## config.mk

```make
export PLATFORM = sky130hd
export DESIGN_NAME = mem_issue_top
export DESIGN_NICKNAME = d
export VERILOG_FILES = /design/src/rtl/ooo_pkg.sv /design/src/rtl/prf_scoreboard.sv /design/src/rtl/mem_issue_queue.sv /design/src/rtl/mem_load_pipe.sv /design/src/rtl/mem_issue_top.sv
export VERILOG_INCLUDE_DIRS = /design/src /design/src/rtl
export SDC_FILE = /design/constraint.sdc
export NUM_CORES = 1
export LEC_CHECK = 0
export BUFFER_PORTS_ARGS = -buffer_cell sky130_fd_sc_hd__buf_2
export CORE_MARGIN = 2
export CORE_UTILIZATION = 62
export DETAILED_ROUTE_END_ITERATION = 6
export GPL_TIMING_DRIVEN = 0
export PLACE_DENSITY = 0.8
export SETUP_SLACK_MARGIN = 0.3
export SKIP_CTS_REPAIR_TIMING = 1
export SLEW_MARGIN = 20
export SYNTH_ARGS = -nofsm -noshare
export SYNTH_HDL_FRONTEND = slang
export SYNTH_SLANG_ARGS = --single-unit
```

## constraint.sdc

```tcl
create_clock -name clock -period 11.7 [get_ports clock]
set_clock_uncertainty 0.1 [all_clocks]
set_input_delay 2.34 -clock clock [delete_from_list [all_inputs] [get_ports clock]]
set_output_delay 2.34 -clock clock [all_outputs]
set_load 0.05 [all_outputs]
```

## src/rtl/ooo_defines.svh

```systemverilog
/*
 * Width and size macros for the memory issue stage:
 * dispatch lanes, writeback ways, register file, queue depth, load latency
 */

`ifndef OOO_DEFINES_SVH
`define OOO_DEFINES_SVH

// Micro-ops accepted from dispatch per cycle
`define DISPATCH_WIDTH 2

// Writeback ways into the scoreboard
// Way 0 is the memory pipeline, way 1 the integer ALU
`define PRF_INT_WAYS 2

// Integer physical register file
`define PRF_INT_SIZE 32
`define PRF_INT_INDEX_SIZE 5

// Memory issue queue slots
`define IQ_MEM_SIZE 4

// Cycles from issue to writeback in the memory pipeline
`define LOAD_LATENCY 3

`endif

```

## src/rtl/ooo_pkg.sv

```systemverilog
/*
 * Shared types for the memory issue stage:
 * physical register index and queue slot age
 */

`default_nettype none

`include "ooo_defines.svh"

package ooo_pkg;

  // Physical register index
  typedef logic [`PRF_INT_INDEX_SIZE-1:0] prf_index_t;

  // Relative age of a queue entry, larger means older
  typedef logic [$clog2(`IQ_MEM_SIZE)-1:0] iq_age_t;

endpackage

`default_nettype wire

```

## src/rtl/prf_scoreboard.sv

```systemverilog
/*
 * Physical register busy table, one bank per issue queue slot
 * Set from dispatch, cleared by writeback, with same-cycle bypass
 */

`timescale 1ns/1ps
`default_nettype none

`include "ooo_defines.svh"

module prf_scoreboard
  import ooo_pkg::*;
(
  input  logic                                   clock,
  input  logic                                   rst_n,
  input  logic                                   flush,
  // Destinations of dispatched micro-ops
  input  logic       [`DISPATCH_WIDTH-1:0]       set_busy_valid,
  input  prf_index_t [`DISPATCH_WIDTH-1:0]       set_busy_index,
  // Writeback ways
  input  logic       [`PRF_INT_WAYS-1:0]         clear_busy_valid,
  input  prf_index_t [`PRF_INT_WAYS-1:0]         clear_busy_index,
  // Source queries from the queue slots
  input  prf_index_t [`IQ_MEM_SIZE-1:0]          rs1_index,
  input  prf_index_t [`IQ_MEM_SIZE-1:0]          rs2_index,
  output logic       [`IQ_MEM_SIZE-1:0]          rs1_busy,
  output logic       [`IQ_MEM_SIZE-1:0]          rs2_busy
);

  // One copy of the table per slot keeps the read ports local
  logic [`PRF_INT_SIZE-1:0] bank [`IQ_MEM_SIZE];

  logic [`PRF_INT_SIZE-1:0] set_req;
  logic [`PRF_INT_SIZE-1:0] clear_req;

  // Same-cycle writeback hits per slot source
  logic [`IQ_MEM_SIZE-1:0] rs1_bypass;
  logic [`IQ_MEM_SIZE-1:0] rs2_bypass;

  always_comb begin
    set_req = '0;
    for (int l = 0; l < `DISPATCH_WIDTH; l++) begin
      if (set_busy_valid[l]) begin
        set_req[set_busy_index[l]] = 1'b1;
      end
    end
    // Register 0 is constant and never becomes busy
    set_req[0] = 1'b0;
  end

  always_comb begin
    clear_req = '0;
    for (int w = 0; w < `PRF_INT_WAYS; w++) begin
      if (clear_busy_valid[w]) begin
        clear_req[clear_busy_index[w]] = 1'b1;
      end
    end
  end

  always_comb begin
    for (int s = 0; s < `IQ_MEM_SIZE; s++) begin
      rs1_bypass[s] = 1'b0;
      rs2_bypass[s] = 1'b0;
      for (int w = 0; w < `PRF_INT_WAYS; w++) begin
        if (clear_busy_valid[w] && (clear_busy_index[w] == rs1_index[s])) begin
          rs1_bypass[s] = 1'b1;
        end
        if (clear_busy_valid[w] && (clear_busy_index[w] == rs2_index[s])) begin
          rs2_bypass[s] = 1'b1;
        end
      end
    end
  end

  for (genvar s = 0; s < `IQ_MEM_SIZE; s++) begin : g_bank
    // Clear wins over a set of the same register
    always_ff @(posedge clock) begin
      if (!rst_n || flush) begin
        bank[s] <= '0;
      end else begin
        bank[s] <= (bank[s] | set_req) & ~clear_req;
      end
    end

    assign rs1_busy[s] = (rs1_index[s] != '0) && !rs1_bypass[s] && bank[s][rs1_index[s]];
    assign rs2_busy[s] = (rs2_index[s] != '0) && !rs2_bypass[s] && bank[s][rs2_index[s]];
  end

endmodule

`default_nettype wire

```

## src/rtl/mem_issue_queue.sv

```systemverilog
/*
 * Memory issue queue: slot storage, allocation, age tracking
 * and oldest-ready selection with a registered issue output
 */

`timescale 1ns/1ps
`default_nettype none

`include "ooo_defines.svh"

module mem_issue_queue
  import ooo_pkg::*;
(
  input  logic                              clock,
  input  logic                              rst_n,
  input  logic                              flush,
  // Dispatch lanes
  input  logic       [`DISPATCH_WIDTH-1:0]  dispatch_valid,
  input  prf_index_t [`DISPATCH_WIDTH-1:0]  dispatch_rs1,
  input  prf_index_t [`DISPATCH_WIDTH-1:0]  dispatch_rs2,
  input  prf_index_t [`DISPATCH_WIDTH-1:0]  dispatch_rd,
  output logic                              dispatch_ready,
  // Scoreboard inquiry
  output prf_index_t [`IQ_MEM_SIZE-1:0]     slot_rs1,
  output prf_index_t [`IQ_MEM_SIZE-1:0]     slot_rs2,
  input  logic       [`IQ_MEM_SIZE-1:0]     slot_rs1_busy,
  input  logic       [`IQ_MEM_SIZE-1:0]     slot_rs2_busy,
  // Issue to the memory pipeline
  output logic                              issue_valid,
  output prf_index_t                        issue_rs1,
  output prf_index_t                        issue_rs2,
  output prf_index_t                        issue_rd
);

  localparam int unsigned COUNT_W = $clog2(`IQ_MEM_SIZE + 1);
  localparam int unsigned SLOT_W  = $clog2(`IQ_MEM_SIZE);

  typedef logic [COUNT_W-1:0] count_t;
  typedef logic [SLOT_W-1:0]  slot_idx_t;

  logic       [`IQ_MEM_SIZE-1:0] slot_valid;
  prf_index_t                    slot_rd  [`IQ_MEM_SIZE];
  // Age is the number of held entries younger than this one
  iq_age_t                       slot_age [`IQ_MEM_SIZE];
  iq_age_t                       age_next [`IQ_MEM_SIZE];
  logic       [`IQ_MEM_SIZE-1:0] slot_ready;

  // One-hot target slot per lane
  logic [`DISPATCH_WIDTH-1:0][`IQ_MEM_SIZE-1:0] alloc_mask;
  logic [`DISPATCH_WIDTH-1:0]                   lane_accept;
  iq_age_t                                      lane_age [`DISPATCH_WIDTH];
  iq_age_t                                      accept_count;
  count_t                                       free_count;

  logic      sel_found;
  slot_idx_t sel_slot;
  iq_age_t   sel_age;

  always_comb begin
    free_count = '0;
    for (int s = 0; s < `IQ_MEM_SIZE; s++) begin
      free_count = free_count + count_t'(!slot_valid[s]);
    end
  end

  assign dispatch_ready = (free_count >= count_t'(`DISPATCH_WIDTH));

  // Lowest free slots, lane 0 first
  always_comb begin : alloc
    logic [`IQ_MEM_SIZE-1:0] taken;
    logic                    found;
    taken = slot_valid;
    for (int l = 0; l < `DISPATCH_WIDTH; l++) begin
      alloc_mask[l] = '0;
      found = 1'b0;
      if (dispatch_valid[l]) begin
        for (int s = 0; s < `IQ_MEM_SIZE; s++) begin
          if (!taken[s] && !found) begin
            alloc_mask[l][s] = 1'b1;
            found = 1'b1;
          end
        end
      end
      lane_accept[l] = found;
      taken = taken | alloc_mask[l];
    end
  end

  // A lane is older than every accepted lane after it
  always_comb begin
    accept_count = '0;
    for (int l = `DISPATCH_WIDTH - 1; l >= 0; l--) begin
      lane_age[l] = accept_count;
      accept_count = accept_count + iq_age_t'(lane_accept[l]);
    end
  end

  assign slot_ready = slot_valid & ~slot_rs1_busy & ~slot_rs2_busy;

  // Oldest ready slot wins, ages of valid slots are distinct
  always_comb begin
    sel_found = 1'b0;
    sel_slot  = '0;
    sel_age   = '0;
    for (int s = 0; s < `IQ_MEM_SIZE; s++) begin
      if (slot_ready[s] && (!sel_found || (slot_age[s] > sel_age))) begin
        sel_found = 1'b1;
        sel_slot  = slot_idx_t'(s);
        sel_age   = slot_age[s];
      end
    end
  end

  // Older entries lose one younger peer when a younger slot issues
  always_comb begin
    for (int s = 0; s < `IQ_MEM_SIZE; s++) begin
      age_next[s] = slot_age[s] + accept_count
                  - iq_age_t'(sel_found && (sel_age < slot_age[s]));
    end
  end

  always_ff @(posedge clock) begin
    if (!rst_n || flush) begin
      slot_valid  <= '0;
      issue_valid <= 1'b0;
    end else begin
      issue_valid <= sel_found;
      for (int s = 0; s < `IQ_MEM_SIZE; s++) begin
        if (sel_found && (sel_slot == slot_idx_t'(s))) begin
          slot_valid[s] <= 1'b0;
        end
        for (int l = 0; l < `DISPATCH_WIDTH; l++) begin
          if (alloc_mask[l][s]) begin
            slot_valid[s] <= 1'b1;
          end
        end
      end
    end
  end

  // Entry fields and ages, meaningful only while the slot is valid
  always_ff @(posedge clock) begin
    for (int s = 0; s < `IQ_MEM_SIZE; s++) begin
      slot_age[s] <= age_next[s];
      for (int l = 0; l < `DISPATCH_WIDTH; l++) begin
        if (alloc_mask[l][s]) begin
          slot_rs1[s] <= dispatch_rs1[l];
          slot_rs2[s] <= dispatch_rs2[l];
          slot_rd[s]  <= dispatch_rd[l];
          slot_age[s] <= lane_age[l];
        end
      end
    end
    if (sel_found) begin
      issue_rs1 <= slot_rs1[sel_slot];
      issue_rs2 <= slot_rs2[sel_slot];
      issue_rd  <= slot_rd[sel_slot];
    end
  end

endmodule

`default_nettype wire

```

## src/rtl/mem_load_pipe.sv

```systemverilog
/*
 * Fixed-latency memory pipeline carrying issued destinations
 * to writeback way 0
 */

`timescale 1ns/1ps
`default_nettype none

`include "ooo_defines.svh"

module mem_load_pipe
  import ooo_pkg::*;
(
  input  logic       clock,
  input  logic       rst_n,
  input  logic       flush,
  input  logic       issue_valid,
  input  prf_index_t issue_rd,
  output logic       wb_mem_valid,
  output prf_index_t wb_mem_index
);

  localparam int unsigned DEPTH = `LOAD_LATENCY;

  // Stand-in for address and data stages
  logic [DEPTH-1:0] stage_valid;
  prf_index_t       stage_rd [DEPTH];

  always_ff @(posedge clock) begin
    if (!rst_n || flush) begin
      // Everything in flight is dropped
      stage_valid <= '0;
    end else begin
      stage_valid[0] <= issue_valid;
      for (int i = 1; i < DEPTH; i++) begin
        stage_valid[i] <= stage_valid[i-1];
      end
    end
  end

  always_ff @(posedge clock) begin
    stage_rd[0] <= issue_rd;
    for (int i = 1; i < DEPTH; i++) begin
      stage_rd[i] <= stage_rd[i-1];
    end
  end

  assign wb_mem_valid = stage_valid[DEPTH-1];
  assign wb_mem_index = stage_rd[DEPTH-1];

endmodule

`default_nettype wire

```

## src/rtl/mem_issue_top.sv

```systemverilog
/*
 * Memory issue stage top: queue, scoreboard and load pipeline,
 * with the external ALU writeback merged as way 1
 */

`timescale 1ns/1ps
`default_nettype none

`include "ooo_defines.svh"

module mem_issue_top
  import ooo_pkg::*;
(
  input  logic                              clock,
  input  logic                              rst_n,
  input  logic                              flush,
  // Dispatch
  input  logic       [`DISPATCH_WIDTH-1:0]  dispatch_valid,
  input  prf_index_t [`DISPATCH_WIDTH-1:0]  dispatch_rs1,
  input  prf_index_t [`DISPATCH_WIDTH-1:0]  dispatch_rs2,
  input  prf_index_t [`DISPATCH_WIDTH-1:0]  dispatch_rd,
  output logic                              dispatch_ready,
  // ALU writeback
  input  logic                              alu_wb_valid,
  input  prf_index_t                        alu_wb_index,
  // Issue and memory writeback
  output logic                              issue_valid,
  output prf_index_t                        issue_rs1,
  output prf_index_t                        issue_rs2,
  output prf_index_t                        issue_rd,
  output logic                              wb_valid,
  output prf_index_t                        wb_index
);

  prf_index_t [`IQ_MEM_SIZE-1:0]  slot_rs1;
  prf_index_t [`IQ_MEM_SIZE-1:0]  slot_rs2;
  logic       [`IQ_MEM_SIZE-1:0]  slot_rs1_busy;
  logic       [`IQ_MEM_SIZE-1:0]  slot_rs2_busy;
  logic       [`PRF_INT_WAYS-1:0] clear_valid;
  prf_index_t [`PRF_INT_WAYS-1:0] clear_index;

  // Way 0 memory, way 1 ALU
  assign clear_valid = {alu_wb_valid, wb_valid};
  assign clear_index = {alu_wb_index, wb_index};

  mem_issue_queue u_queue (
    .clock          (clock),
    .rst_n          (rst_n),
    .flush          (flush),
    .dispatch_valid (dispatch_valid),
    .dispatch_rs1   (dispatch_rs1),
    .dispatch_rs2   (dispatch_rs2),
    .dispatch_rd    (dispatch_rd),
    .dispatch_ready (dispatch_ready),
    .slot_rs1       (slot_rs1),
    .slot_rs2       (slot_rs2),
    .slot_rs1_busy  (slot_rs1_busy),
    .slot_rs2_busy  (slot_rs2_busy),
    .issue_valid    (issue_valid),
    .issue_rs1      (issue_rs1),
    .issue_rs2      (issue_rs2),
    .issue_rd       (issue_rd)
  );

  prf_scoreboard u_scoreboard (
    .clock            (clock),
    .rst_n            (rst_n),
    .flush            (flush),
    .set_busy_valid   (dispatch_valid),
    .set_busy_index   (dispatch_rd),
    .clear_busy_valid (clear_valid),
    .clear_busy_index (clear_index),
    .rs1_index        (slot_rs1),
    .rs2_index        (slot_rs2),
    .rs1_busy         (slot_rs1_busy),
    .rs2_busy         (slot_rs2_busy)
  );

  mem_load_pipe u_load_pipe (
    .clock        (clock),
    .rst_n        (rst_n),
    .flush        (flush),
    .issue_valid  (issue_valid),
    .issue_rd     (issue_rd),
    .wb_mem_valid (wb_valid),
    .wb_mem_index (wb_index)
  );

endmodule

`default_nettype wire

```

==> flow_summary_export.csv <==
group,metric,value,unit
setup_path,cp.required,11.99,ns
grt,grtUsageMet3,14.3,%
grt,track_usage,39.4,%
setup_path,crit_arrival,10.97,ns
setup_path,critPathKind,"input port to register",
clocking,cts_root_buffer,"clkbuf_16",
pwr,cellPowerDensity,150,nW/um2
yosys,ys_ff_latch,231,
die,io_pins,64,
yosys,synth_edf_count,75,
sta,rsz0062_at_grt,"no",
die,initial_utilization,63.3,%
yosys,synth_fa_ha_area_share,2.24,%
clocking,clock_latency,0.55,ns
clocking,cts_tree,"done",
yosys,ys_warn_count,0,
grt,grt_pass1_wl,63700,um
sta,maxSlewHeadroom,22.4,%
grt,top_usage_layer,"met2",
layout,post-route-util,70.7,%
placed_design,portBuffers,60,
layout,final_area,14400,um2
min_path,min_path_type,"register to register",
drt,drcViolationCount,0,
die,coreArea,20300,um2
yosys,muxShareOfSynthArea,20.2,%
yosys,synthSimpleGateAreaFrac,9.46,%
run,max_cap_violations,0,
sta,drv_slew,0,
pwr,vdd_ir_drop_max,0.136,mV
yosys,synth_area,12800,um2
layout,finalNonFillerCells,1554,
yosys,syn_area_per_cell,10.9,um2
die,die-width,148,um
drt,wl_per_cell,28.0,um
layout,drive_gt1_share,22.2,%
pwr,leakage,0.00524,uW
clocking,clock-sinks,231,
grt,grt_max_degree,18,
drt,vias,11000,
setup_path,crit_fanout,10,
layout,syn_to_final_growth,11.8,%
grt,met2_usage,57.8,%
yosys,synthDistinctLibCells,69,
placed_design,hpwl,31200,um
drt,detail_route.wirelength,43600,um
placed_design,routabilityCongestion,1.03,
drt,drt_first_pass_iters,6,
yosys,synth_top_family_by_area,"multiplexers",
die,die_area,21900,um2
clocking,htreeDepth,1,
sta,period_needed,10.67,ns
grt,antenna_found_initial,2,
sta,layout_setup_ws,1.03,ns
yosys,synth_xor_area_share,6.34,%
setup_path,startpoint_type,"input port",
clocking,clock_path_buffers,3,
sta,finalSetupViolations,0,
setup_path,max_stage_delay,0.50,ns
drt,drtAntennaViolNets,0,
setup_path,cp-end-kind,"register",
status,outcome,"completed",
sta,hold_viol,0,
layout,nets,1328,
clocking,cts_buffers,24,
sta,tightest_slew,1.16,ns
grt,grt_pass1_vias,10300,
clocking,clk_pin_slew,0.07,ns
layout,nFillCells,1478,
yosys,synth_compound_gate_area_share,15.7,%
placed_design,dpl_worst_slack,0.628,ns
yosys,synthArstFlopShare,0,%
sta,clock.fmax,0.0937,GHz
grt,grt-ovfl-total,0,
die,die_h,148,um
grt,met1_usage,49.9,%
setup_path,path_common_cell,"ha_1",
yosys,synthCells,1176,
setup_path,crit_slowest_cell,"a221oi_2",
placed_design,dpl.cell_count,1508,
sta,setup-tns-final,0,ns
sta,finalCritPeriodShare,91.2,%
placed_design,place_area,13500,um2
yosys,synth_nets,1240,
drt,routed_via_density,7.07,
yosys,synth_flop_cell,"dfxtp_1",
yosys,seq_area_frac_synth,41.9,%
die,core.rowCount,52,
drt,drt_first_iter_violations,1538,
==> critical path, delay by kind of cell <==
kind	cells	cell delay (ns)
AO/OA/AOI/OAI	12	2.71
buffers and inverters	9	1.86
adder cells (fa/ha/maj)	6	1.65
AND/OR/NAND/NOR	7	0.96
multiplexers	3	0.96
XOR/XNOR	3	0.46
==> cell usage in the layout (no fill, tap or decap), types with 49 or more instances in the layout <==
cell type and instances:
xnor2_1 70, dfxtp_1 156, nand2_1 57, nor2_1 63, o21a_1 125, mux2i_1 52, o22ai_1 69, edfxtp_1 75
buf_2 78, mux4_2 49, clkbuf_1 56, mux2_2 85
==> cells by family (layout without fill, tap and decap cells) <==
logic type	after synthesis	after routing
and+or+nand+nor	233	233
xor gates and xnor gates	93	93
adders and majority gates	23	23
buffers and inverters	127	233
DFF	231	231
other	0	2
AOI/OAI and AO/OA	282	282
muxes	187	187
==> layout make-up <==
cell class | instances | area [um2] | share of cell area [%]
Timing Repair Buffer | 62 | 323 | 2.25
Antenna cell | 2 | 5.00 | 0.0349
Clock inverter | 9 | 156 | 1.09
Sequential cell | 231 | 5380 | 37.4
Buffer | 91 | 407 | 2.83
Clock buffer | 35 | 684 | 4.77
Inverter | 36 | 135 | 0.941
Tap cell | 270 | 338 | 2.35
Multi-Input combinational cell | 818 | 6930 | 48.3
==> metal layers <==
layer  vias to the layer above  share of wire (%)  routed length (um)
li1                       4575                  -                   -
met1                      5252                 36               15800
met2                       934                 42               18200
met3                       230                 14                6150
met4                         2                7.7                3370
met5                         -               0.11                  48
==> per-stage QoR <==
stage                     hold WS (ns)  power [uW]
after floorplan                  0.210        1220
after global placement           0.212        1330
after detailed placement         0.214        1340
after CTS                        0.227        2150
after global routing             0.230        2220
final                            0.226        2160
==> power breakdown <==
group | leakage, uW | switching, uW | internal (uW)
Combinational | 0.00286 | 264 | 164
Sequential | 0.00197 | 32.8 | 877
Clock | 0.000409 | 326 | 494
==> state kept, by name, indices dropped and copies added (netlist names) <==
| register | count |
|---|---|
| u_queue.issue_valid | 1 |
| u_queue.issue_rs2 | 5 |
| u_scoreboard.bank | 125 |
| u_queue.issue_rs1 | 5 |
| u_queue.issue_rd | 5 |
| u_queue.slot_rd | 20 |
| u_queue.slot_rs1 | 20 |
| u_load_pipe.stage_rd | 15 |
| u_queue.slot_age | 8 |
| u_queue.slot_rs2 | 20 |
| u_load_pipe.stage_valid | 3 |
| u_queue.slot_valid | 4 |
==> worst paths after layout <==
kind	endpoint	slack (ns)	start	depth (start not counted)
max	u_queue.slot_age[1][1]	1.03	alu_wb_index[0]	40
min	u_load_pipe.stage_rd[0][11]	0.23	u_load_pipe.stage_rd[0][6]	0
max reg2reg	u_queue.slot_age[1][1]	2.04	u_queue.slot_rs2[0]	39
min reg2reg	u_load_pipe.stage_rd[0][11]	0.23	u_load_pipe.stage_rd[0][6]	0
==> cell usage after synthesis, types with 15 or more instances <==
cell	number	area, um2
a21oi_1	15	75.1
buf_2	18	90.1
clkbuf_1	51	191
dfxtp_1	156	3120
edfxtp_1	75	2250
ha_1	23	288
inv_1	34	128
mux2_2	85	957
mux2i_1	52	521
mux4_2	49	1100
nand2_1	57	214
nand3_1	17	85.1
nand3b_1	25	188
nand4_1	15	93.8
nor2_1	64	240
o21a_1	125	938
o21ai_0	24	120
o22ai_1	69	432
xnor2_1	70	613
xor2_1	23	201
Power figures use the tool's default switching activity.
